[src/source/rv_pkg.sv]
`default_nettype none

package rv_pkg;

    localparam int XLEN         = 32;
    localparam int REG_ADDR_W   = 5;
    localparam int NUM_REGS     = 32;
    localparam int CACHE_ADDR_W = 30;  // Word address at both caches
    localparam int PC_STEP      = 4;

    localparam logic [XLEN-1:0] NOP_INST = 32'h0000_0013;  // addi x0, x0, 0

    // Major opcodes of the supported RV32I subset
    typedef enum logic [6:0] {
        OP_R      = 7'b0110011,
        OP_IMM    = 7'b0010011,
        OP_LOAD   = 7'b0000011,
        OP_STORE  = 7'b0100011,
        OP_BRANCH = 7'b1100011,
        OP_JAL    = 7'b1101111
    } opcode_e;

    typedef enum logic [3:0] {
        ALU_ADD    = 4'd0,
        ALU_SUB    = 4'd1,
        ALU_XOR    = 4'd2,
        ALU_OR     = 4'd3,
        ALU_AND    = 4'd4,
        ALU_SLT    = 4'd5,
        ALU_PASS_B = 4'd6,  // Link value for jal
        ALU_NONE   = 4'd7   // Reset and bubble value
    } alu_op_e;

    typedef enum logic [1:0] {
        FWD_NONE = 2'd0,  // Register file value
        FWD_MEM  = 2'd1,
        FWD_WB   = 2'd2,
        FWD_EX   = 2'd3   // Decode comparator only
    } fwd_sel_e;

endpackage

`default_nettype wire
[src/source/rv_regfile.sv]
`timescale 1ns/1ps
`default_nettype none

module rv_regfile
    import rv_pkg::*;
(
    input  wire                   clk,
    input  wire                   RST_n,
    input  wire  [REG_ADDR_W-1:0] rs1_addr,
    input  wire  [REG_ADDR_W-1:0] rs2_addr,
    input  wire  [REG_ADDR_W-1:0] rd_addr,
    input  wire                   wr_en,
    input  wire  [XLEN-1:0]       wr_data,
    output logic [XLEN-1:0]       rs1_data,
    output logic [XLEN-1:0]       rs2_data
);

    logic [XLEN-1:0] regs [NUM_REGS];

    always_ff @(posedge clk) begin
        if (!RST_n) begin
            for (int i = 0; i < NUM_REGS; i++) begin
                regs[i] <= '0;
            end
        end else if (wr_en && rd_addr != '0) begin
            regs[rd_addr] <= wr_data;  // x0 is never written
        end
    end

    // Reads see the old value in the write cycle
    assign rs1_data = regs[rs1_addr];
    assign rs2_data = regs[rs2_addr];

endmodule

`default_nettype wire

[config.mk]
export PLATFORM = sky130hd
export DESIGN_NAME = rv_regfile
export DESIGN_NICKNAME = d
export VERILOG_FILES = /design/src/source/rv_pkg.sv /design/src/source/rv_regfile.sv
export SDC_FILE = /design/constraint.sdc
export NUM_CORES = 2
export LEC_CHECK = 0
export ABC_AREA = 1
export BUFFER_PORTS_ARGS = -buffer_cell sky130_fd_sc_hd__buf_2
export CAP_MARGIN = 20
export CORE_UTILIZATION = 29
export CTS_CLUSTER_DIAMETER = 50
export DETAILED_ROUTE_END_ITERATION = 6
export MAX_ROUTING_LAYER = met4
export PLACE_DENSITY_LB_ADDON = 0.12
export RECOVER_POWER = 100
export REMOVE_ABC_BUFFERS = 1
export SLEW_MARGIN = 20
export SYNTH_ARGS = -nofsm -noshare
export SYNTH_HDL_FRONTEND = slang
export SYNTH_SLANG_ARGS = --single-unit
[constraint.sdc]
create_clock -name clk -period 6.1 [get_ports clk]
set_input_delay 0.305 -clock clk [delete_from_list [all_inputs] [get_ports clk]]
set_output_delay 0.305 -clock clk [all_outputs]
set_load 0.02 [all_outputs]
Word level (Yosys, flattened, before mapping)
Memories as Yosys holds them, arrays and structs flattened.
Cells that the tools add are included.
W data, S select, Z words.
{"block": "op_classes", "n_mux": 7, "reduce_logical": 3}
{"op": "$mux W32", "n": 1}
{"op": "$reduce_or A32 Y1", "n": 1}
{"op": "$mux W1", "n": 5}
{"op": "$mux W5", "n": 1}
{"op": "$reduce_bool A5 Y1", "n": 1}
{"op": "$logic_and A1 B1 Y1", "n": 1}
{"block": "word_totals", "regBits": 0, "ram_bits": 1024, "in_bits": 50, "n_memories": 1}
{"memory": "regs", "words": 32, "width": 32, "rd": 2, "rd_ports_with_merged_regs": 0, "wr": 32, "line_no": "rv_regfile.sv:18", "rtl": "logic [XLEN-1:0] regs [NUM_REGS];"}

Depth between registers and ports, before layout
{"block": "logic_depth", "word_depth": 7, "depth_mapped": 12}

Least setup slack after synthesis
No wires, ideal clock.
{"block": "synth_path", "path_type": "input to register", "from": "input RST_n", "to": "memory regs[16][0], enable pin", "setup_time_ps": 389, "arrival_ps": 1795, "slack_ps": 3915, "stages": 8, "n_path_buf": 2, "cell_sequence": "buf_2 -> nand2_1 -> inv_1 -> nand4_1 -> inv_1 -> nand2_1 -> buf_2 -> nand2_1"}
{"item": "from (decl)", "line_no": "rv_regfile.sv:8", "rtl": "input wire RST_n,"}
{"item": "to (decl)", "line_no": "rv_regfile.sv:18"}

Worst setup path after layout
{"block": "layout_path", "from": "input rs1_addr[1]", "to": "output rs1_data[31]"}
{"block": "layout_between", "elab_chain_cells": 1}
{"item": "from (decl)", "line_no": "rv_regfile.sv:9", "rtl": "input wire [REG_ADDR_W-1:0] rs1_addr,"}
{"item": "$mem_v2 Z32 W32"}
{"item": "to (decl)", "line_no": "rv_regfile.sv:14", "rtl": "output logic [XLEN-1:0] rs1_data,"}
Every way passes these cells.

==> impl_results.md <==
* # IOs at 114
* Syn Area/Cell at 7.88 sq um
* Clock share of power at 46.8%
* Most common cell after layout, fill and taps aside: nand2_1
* Worst Hold Path EP: regs[3][18]
* PD cells at 324 mW/mm^2
* Final hold slack at 0.187 ns
* # setup viols final at 0
* Int Power at 14.7 mW
* Hold WC Path Type: primary input to flip-flop
* Sequential element share of the synthesized area at 54.2%
* Synth Register Bits at 1,024
* Worst-path fanout max at 90
* Critical Path End Type: output pin
* Failing checks: capacitance limit, slew limit
* Gate Count Post-Synth at 7,191
* TNS Setup at 0 ns
* Routed wire length at 265 mm
* Leak at 26.3 nW
* Via density at 5.39
* Synth unique cells at 15
* CP startpoint kind: primary input
* Post-synth top area share at 54.2%
* Post-DRT Antenna Nets at 0
* Sequential Power Share at 40.6%
* Crit path top cell by count: nand2_1
* Deepest clock path buffer count at 3
* Fraction of layout instances using a drive strength above 1 at 6.35%
* Worst slew pin tran at 3.06 ns
* # resized after CTS at 0
* Hold_sp: wr_data[18]
* Period minus WS final at 4.91 ns
* Top cells by area, synth: edfxtp_1, nand2_1, nand3_1
* RePlAce Congestion at 0.877
* Worst Path Arrival at 4.60 ns
* DP Wirelength at 153 mm
* Largest reg by FF count: regs
* CTS tree: yes
* Max-cap violations at 52
* First DRT Iteration DRCs at 7,039
* Psw at 5.97 mW
* Final Cycle Share at 80.4%
* Largest net degree at the start of global routing at 164
* Cell row count at 161
* H-tree Lvls at 4
* CP Cell Sequence: buf_8 > inv_8 > buf_12 > clkbuf_1 > nand3_1 > nand3_1 > nand2_1 > nand2_1 > nand2_1 > nand2_1 > nand2_1 > clkbuf_1
* RSZ-0062 raised after global routing: false
* Final hold violations at 0
* Root Buffer: clkbuf_16
* Final cell count without fillers at 9,628
* Initial Utilization at 29.3%
* Hold_buf cts at 0
* Core region area at 0.193 sq mm
* DR DRC count at 0
* Synth area leader: edfxtp_1
* First-pass GRT wire length at 373 mm
* Synthesized cell area at 0.0567 sq mm
* Chip width at 444 um
* TritonCTS Buffers at 157
* Worst-path clk slew at 0.05 ns
* Status: finished with violations
* Setup Buffers After CTS at 0
* Biggest regs: regs (1024)
* Antenna violations before repair at 4
* Die Y at 444 um
* Most frequent cells in the layout: nand2_1, nand3_1, edfxtp_1
* Max reg flops at 1,024
* Total gr overflow at 0
* Final Max Tran Viols at 1,978
* Final Util at 33.0%
* Hold path depth at 4
* Sink Count at 1,024
* First-pass iteration count of the detailed router at 6
* # port buffers at 113
* Synth-to-Final Area Change at 12.5%
* Vias in the first global route at 49,000
* Die footprint at 0.197 sq mm
* Req. time, crit path at 5.79 ns
* Placed cells at 9,336
* Synth warnings at 0
* Wire length per cell at 27.5 um
* Max Clock Freq at 204 MHz
* Combinational power share at 12.6%
* Max-slew headroom at -104%
* Worst path slowest cell: clkbuf_1
* Total Routing Usage GR at 27.0%
* Worst vdd ir at 0.000311 V
* Critical path type: primary input to output pin
* Layout Nets at 7,019
* Switching Fraction at 28.8%
* Critical path's largest stage delay at 1.55 ns
* Vias post-DR at 51,900
-- critical path, delay by kind of cell --
family | cells | cell delay, ns
buffers and inverters | 5 | 2.96
AND/OR/NAND/NOR | 7 | 0.98
-- cells by family (layout without fill, tap and decap cells) --
logic type    after synthesis  count (layout)  share of synthesized area, %
buf+inv                   683             562                          6.01
other cells                 1              33                       0.00662
flops                    1024            1024                          54.2
simple gates             5483            5483                          39.7
-- synthesized netlist by cell type --
cell      count
buf_1        23
buf_2       324
buf_4        33
buf_6        41
clkbuf_1    208
conb_1        1
edfxtp_1   1024
inv_1        50
inv_2         2
inv_4         2
nand2_1    2943
nand3_1    1537
nand4_1       4
nor2_1      992
nor3_1        7
-- how the worst max path moves through the flow --
stage | from | to | cells after the start | slack [ns]
floorplan | rs2_addr[1] | rs2_data[0] | 8 | 1.13
global placement | rd_addr[3] | regs[15][22] | 5 | 2.32
detailed placement | rd_addr[2] | regs[7][16] | 5 | 2.42
CTS | rs1_addr[1] | rs1_data[31] | 12 | 2.45
global route | rd_addr[2] | regs[4][13] | 9 | 1.21
finish | rs1_addr[1] | rs1_data[31] | 12 | 1.19
-- layout make-up --
cell class	instances	area, sq um
inverter	54	254
clock inverter	112	1430
fill	20300	130000
multi-input combinational	5515	22700
antenna	1	2.50
tap	2526	3160
sequential	1024	30700
timing repair buffer	217	1420
clock buffer	179	4050
-- stage by stage --
stage	power, mW	instance area (sq um)	worst slack (ns)
after floorplan	9.73	53600	1.13
after global placement	11.1	58500	2.32
after detailed placement	11.1	58600	2.42
final	20.7	63800	1.19
after global routing	21.3	63800	1.21
after CTS	20.8	64100	2.45
-- power by group through the flow --
stage / Combinational (mW) / Clock (mW) / Sequential (mW)
finish: 2.62 / 9.69 / 8.39
global route: 2.79 / 10.1 / 8.43
CTS: 2.60 / 9.80 / 8.38
detailed placement: 2.60 / 0 / 8.51
global placement: 2.60 / 0 / 8.52
floorplan: 1.31 / 0 / 8.42
-- routing by layer --
metal	GRT usage, %	routed length, um	part of all wire, %
met4	11.3	12600	4.7
met3	3.83	20500	7.7
met1	35.6	111000	42
met2	41.3	121000	46
met5	-	0	0
Power figures use the tool's default switching activity.
