`src/source/rv_pkg.sv`:
```
`default_nettype none

package rv_pkg;

    localparam int XLEN         = 32;
    localparam int REG_ADDR_W   = 5;
    localparam int NUM_REGS     = 32;
    localparam int CACHE_ADDR_W = 30;  // Word address at both caches
    localparam int PC_STEP      = 4;

    localparam logic [XLEN-1:0] NOP_INST = 32'h0000_0013;  // addi x0, x0, 0

    // Major opcodes of the supported RV32I subset
    typedef enum logic [6:0] {
        OP_R      = 7'b0110011,
        OP_IMM    = 7'b0010011,
        OP_LOAD   = 7'b0000011,
        OP_STORE  = 7'b0100011,
        OP_BRANCH = 7'b1100011,
        OP_JAL    = 7'b1101111
    } opcode_e;

    typedef enum logic [3:0] {
        ALU_ADD    = 4'd0,
        ALU_SUB    = 4'd1,
        ALU_XOR    = 4'd2,
        ALU_OR     = 4'd3,
        ALU_AND    = 4'd4,
        ALU_SLT    = 4'd5,
        ALU_PASS_B = 4'd6,  // Link value for jal
        ALU_NONE   = 4'd7   // Reset and bubble value
    } alu_op_e;

    typedef enum logic [1:0] {
        FWD_NONE = 2'd0,  // Register file value
        FWD_MEM  = 2'd1,
        FWD_WB   = 2'd2,
        FWD_EX   = 2'd3   // Decode comparator only
    } fwd_sel_e;

endpackage

`default_nettype wire
```
`src/source/rv_hazard_unit.sv`:
```
`timescale 1ns/1ps
`default_nettype none

module rv_hazard_unit
    import rv_pkg::*;
(
    input  wire                  clk,
    input  wire                  RST_n,
    input  wire [REG_ADDR_W-1:0] id_rs1,
    input  wire [REG_ADDR_W-1:0] id_rs2,
    input  wire [REG_ADDR_W-1:0] ex_rs1,
    input  wire [REG_ADDR_W-1:0] ex_rs2,
    input  wire [REG_ADDR_W-1:0] ex_rd,
    input  wire [REG_ADDR_W-1:0] mem_rd,
    input  wire [REG_ADDR_W-1:0] wb_rd,
    input  wire                  ex_reg_write,
    input  wire                  mem_reg_write,
    input  wire                  wb_reg_write,
    input  wire                  ex_is_load,
    output fwd_sel_e             fwd_a,
    output fwd_sel_e             fwd_b,
    output fwd_sel_e             br_sel_a,
    output fwd_sel_e             br_sel_b,
    output logic                 load_use_bubble
);

    function automatic logic hit(input logic [REG_ADDR_W-1:0] rd, input logic we,
                                 input logic [REG_ADDR_W-1:0] rs);
        return we && (rd != '0) && (rd == rs);  // x0 never forwards
    endfunction

    // Execute operands, youngest producer first
    function automatic fwd_sel_e ex_sel(input logic [REG_ADDR_W-1:0] rs);
        if (hit(mem_rd, mem_reg_write, rs)) return FWD_MEM;
        if (hit(wb_rd, wb_reg_write, rs)) return FWD_WB;
        return FWD_NONE;
    endfunction

    // Decode comparator also sees the result still in execute
    function automatic fwd_sel_e id_sel(input logic [REG_ADDR_W-1:0] rs);
        if (hit(ex_rd, ex_reg_write, rs)) return FWD_EX;
        if (hit(mem_rd, mem_reg_write, rs)) return FWD_MEM;
        if (hit(wb_rd, wb_reg_write, rs)) return FWD_WB;
        return FWD_NONE;
    endfunction

    always_comb begin
        fwd_a    = ex_sel(ex_rs1);
        fwd_b    = ex_sel(ex_rs2);
        br_sel_a = id_sel(id_rs1);
        br_sel_b = id_sel(id_rs2);
    end

    assign load_use_bubble = hit(ex_rd, ex_is_load, id_rs1) || hit(ex_rd, ex_is_load, id_rs2);

    // A second bubble cycle is only legal when a cache stall froze the pipeline
    a_single_bubble: assert property (@(posedge clk) disable iff (!RST_n)
        load_use_bubble && $past(load_use_bubble) |->
            $stable(ex_rd) && $stable(ex_is_load) && $stable(id_rs1) && $stable(id_rs2))
        else $error("rv_hazard_unit: load-use bubble repeated without a stall");

endmodule

`default_nettype wire

```
`config.mk`:
```
export PLATFORM = sky130hd
export DESIGN_NAME = rv_hazard_unit
export DESIGN_NICKNAME = d
export VERILOG_FILES = /design/src/source/rv_pkg.sv /design/src/source/rv_hazard_unit.sv
export SDC_FILE = /design/constraint.sdc
export NUM_CORES = 1
export LEC_CHECK = 0
export BUFFER_PORTS_ARGS = -buffer_cell sky130_fd_sc_hd__buf_4
export CELL_PAD_IN_SITES_DETAIL_PLACEMENT = 0
export CELL_PAD_IN_SITES_GLOBAL_PLACEMENT = 1
export CORE_MARGIN = 2
export CORE_UTILIZATION = 26
export DETAILED_ROUTE_END_ITERATION = 10
export PLACE_DENSITY_LB_ADDON = 0.1
export SYNTH_ARGS = -nofsm -noshare
export SYNTH_HDL_FRONTEND = slang
export SYNTH_SLANG_ARGS = --single-unit
```
`constraint.sdc`:
```
create_clock -name vclk -period 1.7
set_input_delay 0.34 -clock vclk [all_inputs]
set_output_delay 0.34 -clock vclk [all_outputs]
set_load 0.02 [all_outputs]
```
; ---- Word level (Yosys, flattened, before mapping)
; Cells that the tools add are included.
[op_classes]
eq_ne = 10
muxes = 38
reduce_logical = 20
[ops]
columns = cell, count
row1 = equality test 5 bit, 10
row2 = two-way mux 2 bit, 20
row3 = two-way mux 1 bit, 18
row4 = logical AND 1 bit, 16
row5 = nonzero test 5 bit, 3
row6 = logical OR 1 bit, 1
[word_totals]
ff_bits = 0
in_bits = 41
output_inout_bits = 9
elab_cells = 68

; ---- Depth between registers and ports, before layout
; Gate-level depths: netlist (run 1).
[logic_depth]
ltp_word = 10
depth_mapped = 5

; ---- Least setup slack after synthesis (run 1)
; Ideal clock, no wire load.
[synth_path]
path_type = input to output
start = input mem_rd[4]
end = output fwd_a[1]
arrival_ps = 1874
t_required_ps = 1360
setup_slack_ps = -514
stages = 5
path_buffers = 1
path_cell_list = clkbuf_1 or4_4 o21ai_4 nor4_1 nor4_2
[synth_between]
elab_chain_len = 5
[synth_rtl]
columns = item, line_no
row1 = start: declaration, rv_hazard_unit.sv:14  ; input wire [REG_ADDR_W-1:0] mem_rd,
row2 = nonzero test 5 bit, rv_hazard_unit.sv:29  ; return we && (rd != '0) && (rd == rs);
row3 = logical AND 1 bit, rv_hazard_unit.sv:29
row4 = logical AND 1 bit (*), rv_hazard_unit.sv:29
row5 = two-way mux 1 bit (*), rv_hazard_unit.sv:34  ; if (hit(mem_rd, mem_reg_write, rs)) return FWD_MEM;
row6 = two-way mux 2 bit (*), rv_hazard_unit.sv:35  ; if (hit(wb_rd, wb_reg_write, rs)) return FWD_WB;
row7 = end: declaration, rv_hazard_unit.sv:20  ; output fwd_sel_e fwd_a,
; Mark *: on every way between the ends. The rest lies on a longest branch, timed or not.

; ---- Final worst setup path (run 1)
[layout_path]
start = input mem_rd[4]
end = output br_sel_a[0]
[layout_between]
elab_chain_len = 8
[layout_rtl]
columns = item, line_no
row1 = nonzero test 5 bit, rv_hazard_unit.sv:29
row2 = logical AND 1 bit, rv_hazard_unit.sv:29
row3 = logical AND 1 bit (*), rv_hazard_unit.sv:29
row4 = two-way mux 2 bit, rv_hazard_unit.sv:42  ; if (hit(mem_rd, mem_reg_write, rs)) return FWD_MEM;
row5 = two-way mux 2 bit, rv_hazard_unit.sv:43  ; if (hit(wb_rd, wb_reg_write, rs)) return FWD_WB;
row6 = two-way mux 2 bit, rv_hazard_unit.sv:44  ; return FWD_NONE;
row7 = two-way mux 2 bit (*), rv_hazard_unit.sv:43
row8 = two-way mux 2 bit (*), rv_hazard_unit.sv:42
row9 = end: declaration, rv_hazard_unit.sv:22  ; output fwd_sel_e br_sel_a,
; Mark *: on every way between the ends. The rest lies on a longest branch, timed or not. The select of a mux whose other input is x is not followed.

==> results of run 1 <==
[power by group]
group	total, uW	internal, uW	switching, uW	leakage, uW
clock network	0	0	0	0
logic	365	201	164	0.000632
registers	0	0	0	0
total	365	201	164	0.000632
[path summary, 6_finish.rpt]
| path | to | slack [ns] | cells after the start | startpoint |
|---|---|---|---|---|
| worst min-delay path | load_use_bubble | 1.02 | 4 | ex_is_load |
| worst max-delay path | br_sel_a[0] | -0.32 | 7 | mem_rd[4] |
[Yosys cell counts]
cell type  count
clkbuf_2       1
o32ai_1        2
buf_6          1
xnor2_1       20
or4_4          1
o21ai_1        1
buf_2          6
nor4_1         4
o21bai_1       2
nor4_2         2
o21ai_4        1
a21oi_1        1
o21ai_0        2
xor2_1        30
or4_1          4
nand3_1        8
clkbuf_1       2
nor3_1         4
[repair_timing]
item                                    4_1_cts  5_1_grt
pin swaps                                    10       10
cloned                                        0        0
resized for setup                            11       16
setup buffers                                 3        1
endpoints found under the setup margin        9        9
[area by class of cell]
type / count / area [sq um] / area share
Timing Repair Buffer: 78 / 631 / 0.429
Tap cell: 30 / 37.5 / 0.0256
Multi-Input combinational cell: 82 / 801 / 0.545
[through the flow]
stage,util,std cells,cell area (sq um)
final,0.577,190,1470
after global routing,0.577,190,1470
after CTS,0.552,190,1400
after detailed placement,0.523,187,1330
after global placement,0.523,187,1330
after floorplan,-,92,796
[metal layers]
layer | up-vias | GRT usage | part of all wire | routed length, microns
li1 | 449 | - | - | -
met1 | 405 | 0.254 | 0.48 | 1280
met2 | 25 | 0.292 | 0.47 | 1270
met3 | 0 | 0.00691 | 0.046 | 122
met4 | 0 | 0 | 0 | 0
met5 | - | 0 | 0 | 0
[worst max-delay path, delay by kind of cell]
family,cells,cell delay (ns)
simple gates,2,0.61
compound gates,2,0.37
buf+inv,3,0.36
[logic make-up (layout without fill, tap and decap cells)]
logic type | after synthesis | count (layout) | synth area share
compound gates | 9 | 9 | 0.0967
buf+inv | 10 | 78 | 0.0756
simple gates | 23 | 23 | 0.213
xor+xnor | 50 | 50 | 0.615
==> metrics.cfg, run 1 <==
[synthesis]
syn_area_sq_um = 712
yosys_warnings = 0
avgSynthCellArea_sq_um = 7.74
synth_area_leaders = xor2_1 37%, xnor2_1 25%, nand3_1 5.6%
synth.largest_area_cell = xor2_1
ys_types = 18
synth_top_area_share = 0.369
synth_nets = 133
synth.yosys.seq_area_share = 0
netlist_instances = 92

[worst_setup_path]
critPathKind = primary input to output port
cp-end-kind = output port
crit_slowest_cell = or4_4
cpMostUsedCell = buf_6
path_cells = buf_6 -> or4_4 -> o21ai_4 -> nor4_4 -> buf_4 -> o21bai_4 -> buf_6
path_max_fanout = 3
critPathRequiredTime_ns = 1.36
critPathArrivalTime_ns = 1.68
max_stage_delay_ns = 0.53
cp-start-kind = primary input

[timing]
fin_crit_ns = 2.02
max_freq_ghz = 0.495
hold_violations = 0
tightest_slew_ns = 0.435
setup_ws_ns = -0.321
holdWs_ns = 1.02
rsz0062_at_grt = true
setup_viol_count_final = 8
tns_ns = -2.21
fin_crit_sh = 1.19
slew_viol_final = 0
relSlewSlack = 0.708

[min_path]
hold_path_class = primary input to output port

[power_and_ir_drop]
power_leakage_uw = 0.000632
p_per_area_mw_per_mm2 = 249
finalPower_uw = 365
ir_worst_vdd_mv = 0.139

[cells_and_area]
final_cell_mix = 66 x buf_4, 29 x xor2_1, 20 x xnor2_1
antennaDiodeCount = 0
fin_nets = 203
final_common_cell = buf_4
fill_cells = 245
clock_buffers = 0
regArea_sq_um = 0
drive_gt1_frac = 0.638
syn_to_final_growth_pct = 106
flops_and_latches = 0

[place]
dpl.hpwl_microns = 2290
io_buffers = 48
gp_congestion = 0.766
pre_cts_ws_ns = -0.351

[route]
via_count = 879
drc_errors = 0
first_pass_iters = 4
ant_nets = 0
drt_iter0_drc = 11
viasPerCell = 4.63
avgRoutedWirePerCell_microns = 14.1
drt-total-wl_microns = 2680

[floorplanning]
die_h_microns = 56.3
design.core.area_sq_mm = 0.00254
dieArea_sq_mm = 0.00317
rows = 18
fp.dieW_microns = 56.3
start_util = 0.280
io_pins = 50

[cts]
cts_hold_buf = 0

[global_routing]
grt_max_degree = 6
grt_pass1_wl_microns = 4440
grt_pass1_vias = 912
gr-total-overflow = 0
grtUsageTotal = 0.172
antenna_found_initial = 0

[outcome]
status = finished, violations left
violations = negative setup slack

[run]
cap_violations = 0

(Power assumes the default switching activity.)
==> inputs of run 2 (changes only) <==
Settings changed: ABC_AREA set to 1.
==> run 2 against run 1 <==
The run now ends clean. Cell count up 27%. Largest cell class unchanged. Utilization down 19 points. Highest routed layer unchanged. Synthesized cell count up 72%. Flip-flop and latch count unchanged. Fmax up 29%. Worst setup slack better by 0.46 ns. First-iteration DRC count rose to 3.0 times the previous value. Global-route usage down 3.5 points. Sequential share of layout area unchanged. Hold slack better by 0.057 ns. Critical path type unchanged.
==> metrics.cfg, run 2 <==
[synthesis]
synth.most_common_cell = nand2_1
synth_top_area_share = 0.314  ; -0.0550
netlist_instances = 158  ; +72%
synth.largest_area_cell = xnor2_1
synth_commonest_cells = 51 x nand2_1, 31 x xnor2_1, 20 x nor2_1
avgSynthCellArea_sq_um = 5.47  ; -29%
yosys_warnings = 0  ; unchanged
ys_types = 16  ; -2
synth.yosys.seq_area_share = 0  ; unchanged
synth_nets = 199  ; +50%
syn_area_sq_um = 865  ; +21%
synth_area_leaders = xnor2_1 31%, nand2_1 22%, xor2_1 9.1%

[timing]
relSlewSlack = 0.865  ; +0.158
setup_ws_ns = 0.138  ; +0.459 ns
max_freq_ghz = 0.640  ; +29%
tns_ns = 0  ; +2.21 ns
fin_crit_ns = 1.56  ; -0.459 ns
slew_viol_final = 0  ; unchanged
fin_crit_sh = 0.919  ; -0.270
hold_violations = 0  ; unchanged
setup_viol_count_final = 0  ; -8
tightest_slew_ns = 0.200  ; -0.235 ns
rsz0062_at_grt = false

[cells_and_area]
multi_input_area_sq_um = 732  ; -8.6%
regArea_sq_um = 0  ; unchanged
antennaDiodeCount = 0  ; unchanged
final_cell_mix = 51 x nand2_1, 48 x buf_4, 31 x xnor2_1
syn_to_final_growth_pct = 40.5
flops_and_latches = 0  ; unchanged
fill_cells = 367  ; +50%
final_common_cell = nand2_1
drive_gt1_frac = 0.274  ; -0.363
clock_buffers = 0  ; unchanged
fin_nets = 240  ; +18%

[worst_setup_path]
crit_family = simple AND/OR/NAND/NOR gates
cp-end-kind = output port
cp-start-kind = primary input
path_max_fanout = 6  ; +3
path_cells = buf_4 -> nor2_1 -> nand3_1 -> nand2_1 -> clkinv_1 -> nand3_1 -> nor2_1 -> buf_4
critPathRequiredTime_ns = 1.36  ; about the same
cp.depth = 8  ; +1
max_stage_delay_ns = 0.16  ; -0.37 ns
critPathKind = primary input to output port
critPathArrivalTime_ns = 1.22  ; -0.46 ns
crit_slowest_cell = nor2_1
critPathCapture = fwd_a[1]
path_buf_inv = 3  ; unchanged
cp-startpoint = wb_rd[0]

[global_routing]
grtUsageTotal = 0.137  ; -0.0349
grt_pass1_wl_microns = 3980  ; -10%
grt_max_degree = 7  ; +1
grt_pass1_vias = 858  ; -5.9%
antenna_found_initial = 0  ; unchanged
gr-total-overflow = 0  ; unchanged

[floorplanning]
die_h_microns = 61.7  ; +9.5%
rows = 20  ; +2
io_pins = 50  ; unchanged
fp.dieW_microns = 61.7  ; +9.5%
dieArea_sq_mm = 0.00380  ; +20%
start_util = 0.279  ; -0.00112
design.core.area_sq_mm = 0.00310  ; +22%

[cts]
cts_setup_buffers = 0  ; -3
cts_hold_buf = 0  ; unchanged
ctsResizeCount = 0  ; -11

[route]
via_count = 1012  ; +15%
first_pass_iters = 4  ; unchanged
drt-total-wl_microns = 2520  ; -5.8%
avgRoutedWirePerCell_microns = 10.5  ; -26%
drc_errors = 0  ; unchanged
viasPerCell = 4.20  ; -9.2%
drt_iter0_drc = 33  ; +22
ant_nets = 0  ; unchanged

[place]
pre_cts_ws_ns = 0.131  ; +0.482 ns
gp_congestion = 0.754  ; -1.6%
dpl.hpwl_microns = 2230  ; -2.9%
io_buffers = 48  ; unchanged

[run]
cap_violations = 0  ; unchanged

[power_and_ir_drop]
p_per_area_mw_per_mm2 = 247  ; -0.66%
power_leakage_uw = 0.000638  ; +0.95%
ir_worst_vdd_mv = 0.0978  ; -30%

[min_path]
hold_path_class = primary input to output port

[outcome]
status = completed

==> run 2: cell types whose count changed after synthesis, moves of 4 or more <==
cell | before | now
nor2_1 | 0 | 20
nand3_1 | 8 | 14
or4_1 | 4 | 0
xor2_1 | 30 | 9
nand2_1 | 0 | 51
inv_1 | 0 | 15
nor4_1 | 4 | 0
xnor2_1 | 20 | 31
==> run 2: final cells by class <==
class,count,area share
multi-input combinational,131,0.602
tap,44,0.0453
timing repair buffer,48,0.297
inverter,18,0.0556
==> run 2: worst min-delay path by stage <==
stage             startpoint              end  slack, ns  cells past startpoint
3_5_place_dp   mem_reg_write         fwd_b[0]       1.09                      4
2_1_floorplan  mem_reg_write         fwd_a[0]       0.83                      2
4_1_cts        mem_reg_write         fwd_b[0]       1.09                      4
3_3_place_gp      ex_is_load  load_use_bubble       1.08                      6
5_1_grt        mem_reg_write         fwd_b[0]       1.10                      4
6_report       mem_reg_write         fwd_b[0]       1.08                      4
==> run 2: report_power, final <==
part	switching [uW]	internal, uW	total, uW
Sequential	0	0	0
Combinational	147	153	300
Clock	0	0	0
==> run 2: kinds of logic after synthesis <==
group,synth area share
xor+xnor,0.405
simple gates,0.441
buf+inv,0.153
==> run 2: per-layer routing <==
layer / up-vias / global-route usage / wire, microns
met2: 25 / 0.239 / 1220
met5: - / 0 / 0
met4: 0 / 0 / 0
li1: 547 / - / -
met1: 440 / 0.201 / 1200
met3: 0 / 0 / 99
==> run 2: metrics by stage <==
stage	total power (uW)	hold WS [ns]	instance area (sq um)	utilization	cells
after global placement	299	1.08	1210	0.392	241
after floorplan	180	0.831	865	-	158
after detailed placement	302	1.09	1210	0.392	241
after global routing	333	1.10	1210	0.392	241
final	300	1.08	1210	0.392	241
after CTS	304	1.09	1210	0.392	241
