### src/source/rv_pkg.sv
`default_nettype none

package rv_pkg;

    localparam int XLEN         = 32;
    localparam int REG_ADDR_W   = 5;
    localparam int NUM_REGS     = 32;
    localparam int CACHE_ADDR_W = 30;  // Word address at both caches
    localparam int PC_STEP      = 4;

    localparam logic [XLEN-1:0] NOP_INST = 32'h0000_0013;  // addi x0, x0, 0

    // Major opcodes of the supported RV32I subset
    typedef enum logic [6:0] {
        OP_R      = 7'b0110011,
        OP_IMM    = 7'b0010011,
        OP_LOAD   = 7'b0000011,
        OP_STORE  = 7'b0100011,
        OP_BRANCH = 7'b1100011,
        OP_JAL    = 7'b1101111
    } opcode_e;

    typedef enum logic [3:0] {
        ALU_ADD    = 4'd0,
        ALU_SUB    = 4'd1,
        ALU_XOR    = 4'd2,
        ALU_OR     = 4'd3,
        ALU_AND    = 4'd4,
        ALU_SLT    = 4'd5,
        ALU_PASS_B = 4'd6,  // Link value for jal
        ALU_NONE   = 4'd7   // Reset and bubble value
    } alu_op_e;

    typedef enum logic [1:0] {
        FWD_NONE = 2'd0,  // Register file value
        FWD_MEM  = 2'd1,
        FWD_WB   = 2'd2,
        FWD_EX   = 2'd3   // Decode comparator only
    } fwd_sel_e;

endpackage

`default_nettype wire
### src/source/rv_decoder.sv
`timescale 1ns/1ps
`default_nettype none

module rv_decoder
    import rv_pkg::*;
(
    input  wire  [XLEN-1:0] inst,
    output logic            reg_write,
    output logic            alu_src,
    output logic            mem_to_reg,
    output logic            mem_write,
    output logic            is_load,
    output logic            branch_eq,
    output logic            branch_ne,
    output logic            jal,
    output logic [XLEN-1:0] imm,
    output alu_op_e         alu_op
);

    logic [2:0]      funct3;
    logic [XLEN-1:0] imm_i;
    logic [XLEN-1:0] imm_s;
    logic [XLEN-1:0] imm_b;
    logic [XLEN-1:0] imm_j;

    assign funct3 = inst[14:12];
    assign imm_i  = {{20{inst[31]}}, inst[31:20]};
    assign imm_s  = {{20{inst[31]}}, inst[31:25], inst[11:7]};
    assign imm_b  = {{20{inst[31]}}, inst[7], inst[30:25], inst[11:8], 1'b0};
    assign imm_j  = {{12{inst[31]}}, inst[19:12], inst[20], inst[30:21], 1'b0};

    always_comb begin
        reg_write  = 1'b0;
        alu_src    = 1'b0;
        mem_to_reg = 1'b0;
        mem_write  = 1'b0;
        is_load    = 1'b0;
        branch_eq  = 1'b0;
        branch_ne  = 1'b0;
        jal        = 1'b0;
        imm        = '0;
        alu_op     = ALU_NONE;
        case (opcode_e'(inst[6:0]))
            OP_R, OP_IMM: begin
                reg_write = 1'b1;
                alu_src   = (inst[6:0] == OP_IMM);
                imm       = imm_i;
                case (funct3)
                    3'b000:  alu_op = (inst[5] && inst[30]) ? ALU_SUB : ALU_ADD;
                    3'b010:  alu_op = ALU_SLT;
                    3'b100:  alu_op = ALU_XOR;
                    3'b110:  alu_op = ALU_OR;
                    3'b111:  alu_op = ALU_AND;
                    default: reg_write = 1'b0;  // Shifts and sltu become a NOP
                endcase
            end
            OP_LOAD: begin
                reg_write  = 1'b1;
                alu_src    = 1'b1;
                mem_to_reg = 1'b1;
                is_load    = 1'b1;
                imm        = imm_i;
                alu_op     = ALU_ADD;  // Address = rs1 + offset
            end
            OP_STORE: begin
                alu_src   = 1'b1;
                mem_write = 1'b1;
                imm       = imm_s;
                alu_op    = ALU_ADD;
            end
            OP_BRANCH: begin
                branch_eq = (funct3 == 3'b000);
                branch_ne = (funct3 == 3'b001);
                imm       = imm_b;
            end
            OP_JAL: begin
                jal       = 1'b1;
                reg_write = 1'b1;
                alu_src   = 1'b1;
                imm       = imm_j;
                alu_op    = ALU_PASS_B;
            end
            default: ;  // Unknown opcode decodes as NOP
        endcase
    end

endmodule

`default_nettype wire

### config.mk
export PLATFORM = sky130hd
export DESIGN_NAME = rv_decoder
export DESIGN_NICKNAME = d
export VERILOG_FILES = /design/src/source/rv_pkg.sv /design/src/source/rv_decoder.sv
export SDC_FILE = /design/constraint.sdc
export NUM_CORES = 1
export LEC_CHECK = 0
export ABC_AREA = 1
export BUFFER_PORTS_ARGS = -buffer_cell sky130_fd_sc_hd__buf_2
export CORE_UTILIZATION = 23
export DETAILED_ROUTE_END_ITERATION = 6
export PLACE_DENSITY_LB_ADDON = 0.1
export SLEW_MARGIN = 20
export SYNTH_ARGS = -nofsm -noshare
export SYNTH_HDL_FRONTEND = slang
export SYNTH_SLANG_ARGS = --single-unit
export TNS_END_PERCENT = 100
### constraint.sdc
create_clock -name vclk -period 1.7
set_clock_uncertainty 0.15 [all_clocks]
set_input_delay 0.255 -clock vclk [all_inputs]
set_output_delay 0.255 -clock vclk [all_outputs]
set_load 0.01 [all_outputs]
# After elaboration in Yosys (flattened, before gate mapping)
# Index checks and enable logic that the tools add are counted.
[totals]
register_bits = 0
inputBits = 32
output_inout_bits = 44
wordCells = 31
[op_classes]
eq_ne = 11
muxes = 12
reduce_logical = 8
[op_table]
columns = ["op", "n"]
rows = [
  ["$pmux W32 S4", 1],
  ["$pmux W3 S5", 1],
  ["$eq A7 B6 Y1 const B", 2],
  ["$eq A7 B7 Y1 const B", 2],
  ["$eq A3 B3 Y1 const B", 3],
  ["$pmux W3 S3", 1],
  ["$eq A7 B2 Y1 const B", 1],
  ["$eq A7 B5 Y1 const B", 1],
  ["$mux W1", 7],
  ["$reduce_or A2 Y1", 3],
  ["$reduce_or A3 Y1", 2],
  ["$reduce_or A5 Y1", 1],
  ["$pmux W1 S2", 2],
  ["$eq A3 B1 Y1 const B", 1],
  ["$eq A3 B2 Y1 const B", 1],
  ["$logic_not A3 Y1", 1],
  ["$logic_and A1 B1 Y1", 1],
]

# Longest topological paths before layout
# Gate-level depths: netlist of the first run.
[depth]
ltp_word = 4
ltp_mapped = 8
mapped_depth_nobuf = 7

# Least setup slack after synthesis of the first run
# No wires, ideal clock.
[synth_timing]
kind = "input-to-output"
startpoint = "input inst[4]"
endpoint = "output imm[21]"
t_arrival_ns = 1.606
t_required_ns = 1.295
setup_slack_ns = -0.311
stages = 7
path_buffers = 2
cell_sequence = "inv_2 nand2_2 nor2_8 nand2_4 buf_6 a21boi_1 buf_4"
[synth_between]
elab_chain_cells = 3
word_cells_on_any_way = 8
cone_classes = "eq/ne: 6; mux: 1; reduce/logical: 1"
[synth_rtl]
columns = ["item", "line_no", "rtl"]
rows = [
  ["from (decl)", "rv_decoder.sv:7", "input wire [XLEN-1:0] inst,"],
  ["$eq A7 B5 Y1, or another cell as far along", "rv_decoder.sv:43", "case (opcode_e'(inst[6:0]))"],
  ["$reduce_or A3 Y1 (no line)", "--", ""],
  ["$pmux W32 S4 (*)", "rv_decoder.sv:43", ""],
  ["to (decl)", "rv_decoder.sv:16", "output logic [XLEN-1:0] imm,"],
]
# Every way passes the cells marked *; elsewhere a longest branch is shown, timed or not.

# Worst setup path after layout of the first run
[layout_timing]
startpoint = "input inst[1]"
endpoint = "output imm[14]"
# The elaborated chain is that of the path after synthesis.

==> results of run 1 <==
-- area by class of cell --
class,count,area share [%]
Inverter,13,4.88
Multi-Input combinational cell,97,51.8
Tap cell,30,3.57
Timing Repair Buffer,79,39.8
-- per-layer routing --
layer	wire length, microns	GRT usage [%]
met2	982	24.4
met5	0	0
met4	0	0
met3	204	1.17
met1	901	16.5
-- worst min path at each step --
stage / depth (start not counted) / end / from
after floorplan: 2 / branch_ne / inst[12]
after global placement: 4 / imm[2] / inst[22]
after detailed placement: 4 / imm[3] / inst[23]
after CTS: 4 / imm[3] / inst[23]
after global routing: 4 / imm[4] / inst[11]
final: 4 / imm[3] / inst[23]
-- power by group through the flow --
stage	logic, mW	clock network (mW)	registers [mW]
after floorplan	0.0718	0	0
after global placement	0.137	0	0
after detailed placement	0.138	0	0
after CTS	0.139	0	0
after global routing	0.158	0	0
final	0.144	0	0
-- worst min-delay path: cells and delay by family --
family,cells,cell delay (ps)
AND/OR/NAND/NOR,2,80
buffers and inverters,2,180
-- cells in the mapped netlist --
cell,n,area share [%]
sky130_fd_sc_hd__nand2_1,38,22
sky130_fd_sc_hd__nand3_1,22,17
sky130_fd_sc_hd__buf_4,13,15
sky130_fd_sc_hd__nor2_1,13,7.5
sky130_fd_sc_hd__inv_1,10,5.8
sky130_fd_sc_hd__a21boi_1,6,6.9
sky130_fd_sc_hd__inv_2,3,1.7
sky130_fd_sc_hd__nand2_2,3,2.9
sky130_fd_sc_hd__a21oi_1,2,1.5
sky130_fd_sc_hd__nand4_1,2,1.9
sky130_fd_sc_hd__nor2_8,2,6.1
sky130_fd_sc_hd__o21ai_0,2,1.5
sky130_fd_sc_hd__a21boi_2,1,1.7
sky130_fd_sc_hd__buf_6,1,1.7
sky130_fd_sc_hd__conb_1,1,0.58
sky130_fd_sc_hd__nand2_4,1,1.7
sky130_fd_sc_hd__nand3_2,1,1.5
sky130_fd_sc_hd__nor2_4,1,1.7
sky130_fd_sc_hd__o21ai_2,1,1.3
-- stage by stage --
| stage | std cells | hold WS, ps | instance area, sq um | setup WS [ps] |
|---|---|---|---|---|
| 3_5_place_dp | 218 | 635 | 1010 | 49.8 |
| 6_report | 219 | 631 | 1050 | 101 |
| 4_1_cts | 218 | 636 | 1010 | 43.5 |
| 3_3_place_gp | 218 | 633 | 1010 | 84.0 |
| 5_1_grt | 219 | 652 | 1050 | -9.36 |
| 2_1_floorplan | 123 | 460 | 663 | 61.2 |
-- repair_timing --
item                                    4_1_cts  5_1_grt
hold buffers                                  0        0
endpoints found under the setup margin        0       23
setup buffers                                 0        0
gates resized for setup                       0        6
-- cells by family (layout without fill, tap and decap cells) --
logic type / after synthesis / after routing / synth area share [%]
AO/OA/AOI/OAI: 12 / 13 / 13.1
other: 1 / 1 / 0.575
buffers and inverters: 27 / 92 / 24.2
AND/OR/NAND/NOR: 83 / 83 / 62.2
==> key figures, run 1 <==
Detailed routing
  • Via count: 1,005
  • First DRT Iteration DRCs: 20
  • Number of optimization iterations in the first detailed-route pass: 4
  • Remaining design rule violation count: 0
  • Residual antenna-violating net count after detailed routing: 0
  • Via density per instance: 4.59
  • Total routed wirelength: 2090 microns
  • Routed wire per std cell: 9.53 microns

Global routing
  • Sum of overflow across all layers after global routing: 0
  • Largest net degree at the start of global routing: 13
  • Initial antenna violation count: 0
  • Number of global-route vias before repair: 850
  • First-pass GRT wire length: 3520 microns
  • Overall routing resource usage: 12.9%

Run status
  • Result of the run: complete, no violations

Floorplanning
  • Die X-Extent: 55.2 microns
  • Die outline area: 3050 sq um
  • Starting density of the core: 25.4%
  • Total core area: 2570 sq um
  • Chip Height: 55.2 microns
  • # IOs: 76
  • Num rows: 18

Logic synthesis
  • Post-Synthesis Mean Instance Area: 5.30 sq um
  • Number of nets produced by synthesis: 155
  • Proportion of synthesized chip area in sequential cells: 0%
  • Mapped Cells: 123
  • Synth Cell Area: 652 sq um
  • Number of synthesis warnings: 0
  • Cell variety after synth: 19

Setup path
  • Crit path capture type: primary output
  • Nature of the critical path startpoint: input pin
  • Timing endpoint of the critical path: imm[14]
  • Crit Path Class: in2out
  • Delay of the slowest cell on the worst path: 160 ps
  • Critical Path RT: 1290 ps
  • Crit path buf inv count: 4
  • Worst setup path start: inst[1]
  • Family with the most delay on the worst path: simple AND/OR/NAND/NOR gates
  • Worst Path Max Fanout: 9
  • Worst path depth: 8
  • Crit path arrival time: 1190 ps
  • Highest-delay cell along the critical path: sky130_fd_sc_hd__nand2_2
  • Critical path cell sequence: buf_2 -> nand2_2 -> inv_1 -> nand3_1 -> inv_1 -> nand2_2 -> nand3_1 -> buf_2

Power
  • Power per Cell Area: 137 nW/um^2
  • Switching power: 0.0811 mW
  • Reported leakage power: 0.746 nW
  • Total internal power: 0.0626 mW
  • Clock Power Share: 0%
  • Worst IR Drop VDD: 53.8 uV
  • Total design power: 0.144 mW
  • Register share of total power: 0%
  • Switching share of power: 56.4%
  • Combinational group share of total power: 100.0%

Timing
  • Number of max-slew violations in the final report: 0
  • Clock period minus worst slack: 1600 ps
  • Maximum achievable frequency: 626 MHz
  • Final-report hold violation count: 0
  • Final critical-path share of the clock period: 94.0%
  • Unrepaired setup endpoints after global routing: true
  • Setup-failing EPs final: 0
  • Summed negative setup slack over all endpoints: 0 ps

Final layout
  • Fill cell total of the finished layout: 281
  • Layout overhead on the synthesized area: 61.2%
  • Top library cells by usage in the layout, fill and taps aside: sky130_fd_sc_hd__buf_2 (75), sky130_fd_sc_hd__nand2_1 (37), sky130_fd_sc_hd__nand3_1 (22)
  • Seq. cell area: 0 sq um
  • Clock buffer cells: 0
  • Commonest non-fill, non-tap cell in the layout: sky130_fd_sc_hd__buf_2
  • Layout cell share with drive strength beyond 1: 50.8%
  • NumNets Final: 223
  • Final cell utilization of the core: 40.9%
  • Final antenna diode count: 0
  • FFs & Latches: 0
  • Multi-input combinational cell area: 544 sq um

Run
  • Max-cap violations: 0

Place
  • Buffers added on ports: 75
  • GP Congestion: 0.789
  • Half-perimeter wire length of the detailed placement result: 1770 microns

Hold path
  • Hold Crit Class: in2out
No activity file was read; power rests on OpenSTA's default activity.
==> run 2: changes to the inputs <==
Settings changed: PLACE_DENSITY_LB_ADDON 0.1 to 0.15.
==> key figures, run 2 (synthesis results as in run 1) <==
Run status
  • Result of the run: complete, no violations

Clock network
  • Buffers inserted during post-CTS setup optimization: 0
  • Number of instances resized during post-cts repair: 0
  • Hold Buf Count CTS: 0

Timing
  • Final-report hold violation count: 0
  • Setup-failing EPs final: 0
  • Unrepaired setup endpoints after global routing: true
  • Clock period minus worst slack: 1610 ps
  • Worst hold-check slack: 637 ps
  • Number of max-slew violations in the final report: 0
  • Maximum achievable frequency: 622 MHz
  • Final critical-path share of the clock period: 94.6%

Setup path
  • Most prevalent standard cell on the critical path: sky130_fd_sc_hd__buf_2
  • Crit path capture type: primary output
  • Critical Path RT: 1290 ps
  • Critical path cell sequence: buf_2 -> nand2_2 -> nor2_4 -> buf_4 -> nand3_2 -> nand3_1 -> buf_2
  • Family with the most delay on the worst path: simple AND/OR/NAND/NOR gates
  • Delay of the slowest cell on the worst path: 180 ps
  • Crit path buf inv count: 3
  • Crit path arrival time: 1200 ps
  • Highest-delay cell along the critical path: sky130_fd_sc_hd__nor2_4
  • Worst path depth: 7
  • Worst Path Max Fanout: 8
  • Nature of the critical path startpoint: input pin
  • Crit Path Class: in2out

Final layout
  • Fill cell total of the finished layout: 296
  • NumNets Final: 223
  • Layout cell share with drive strength beyond 1: 51.9%
  • Layout overhead on the synthesized area: 58.7%
  • Seq. cell area: 0 sq um
  • Final antenna diode count: 0
  • Commonest non-fill, non-tap cell in the layout: sky130_fd_sc_hd__buf_2
  • Clock buffer cells: 0
  • Cell area after layout: 1030 sq um
  • Multi-input combinational cell area: 523 sq um
  • Top library cells by usage in the layout, fill and taps aside: sky130_fd_sc_hd__buf_2 (75), sky130_fd_sc_hd__nand2_1 (37), sky130_fd_sc_hd__nand3_1 (21)
  • FFs & Latches: 0

Power
  • Reported leakage power: 0.753 nW
  • Worst IR Drop VDD: 60.6 uV
  • Power per Cell Area: 136 nW/um^2

Floorplanning
  • Num rows: 18
  • Die outline area: 3050 sq um
  • Total core area: 2570 sq um
  • # IOs: 76
  • Starting density of the core: 25.4%
  • Die X-Extent: 55.2 microns
  • Chip Height: 55.2 microns

Detailed routing
  • Via count: 970
  • Residual antenna-violating net count after detailed routing: 0
  • Routed wire length on met3: 178 microns
  • Routed wire per std cell: 9.28 microns
  • Number of optimization iterations in the first detailed-route pass: 3
  • Remaining design rule violation count: 0
  • First DRT Iteration DRCs: 35
  • Total routed wirelength: 2030 microns
  • Via density per instance: 4.43
  • Sum of routed wire segments on met1: 974 microns
  • Amount of wire on met2 after detailed routing: 880 microns
  • Uppermost routed layer: met3

Hold path
  • Cell count of the worst hold path: 4
  • Hold Startpoint: inst[24]
  • Hold Crit Class: in2out
  • Hold EP: imm[4]

Place
  • Half-perimeter wire length of the detailed placement result: 1760 microns
  • Total cell area at the placement stage: 1020 sq um
  • GP Congestion: 0.745
  • Buffers added on ports: 75

Global routing
  • Initial antenna violation count: 0
  • Sum of overflow across all layers after global routing: 0
  • Largest net degree at the start of global routing: 13
  • First-pass GRT wire length: 3360 microns
  • Overall routing resource usage: 12.5%
  • Number of global-route vias before repair: 772

Run
  • Max-cap violations: 0
## run 2: metal layers
layer / up-vias / GRT usage [%]
li1: 514 / -
met5: - / 0
met4: 0 / 0
met2: 59 / 22.4
met1: 397 / 17.4
met3: 0 / 0.703
## run 2: worst max-delay path by stage
stage                          to     from  slack [ps]
after floorplan           imm[21]  inst[4]          60
after global placement     imm[1]  inst[1]          60
after CTS                 imm[14]  inst[4]          40
after global routing       imm[4]  inst[1]         -10
after detailed placement  imm[14]  inst[4]          50
final                     imm[16]  inst[1]          90
## run 2: cell type report
type	instances	share of cell area, %
multi-input cells	96	50.5
well taps	30	3.63
repair buffers	80	41.1
inverters	13	4.72
## run 2: metrics by stage
step	utilization, %	instances	total power, mW	setup slack [ps]	TNS [ps]
2_1_floorplan	-	123	0.0718	61.2	0
3_3_place_gp	39.6	219	0.136	58.7	0
3_5_place_dp	39.6	219	0.138	45.4	0
4_1_cts	39.6	219	0.139	41.8	0
5_1_grt	40.3	219	0.157	-10.0	-21.1
6_report	40.3	219	0.140	91.0	0
## run 2: where the power goes
| group | internal, mW | switching, mW | total (mW) |
|---|---|---|---|
| Sequential | 0 | 0 | 0 |
| Clock | 0 | 0 | 0 |
| Combinational | 0.0616 | 0.0788 | 0.140 |
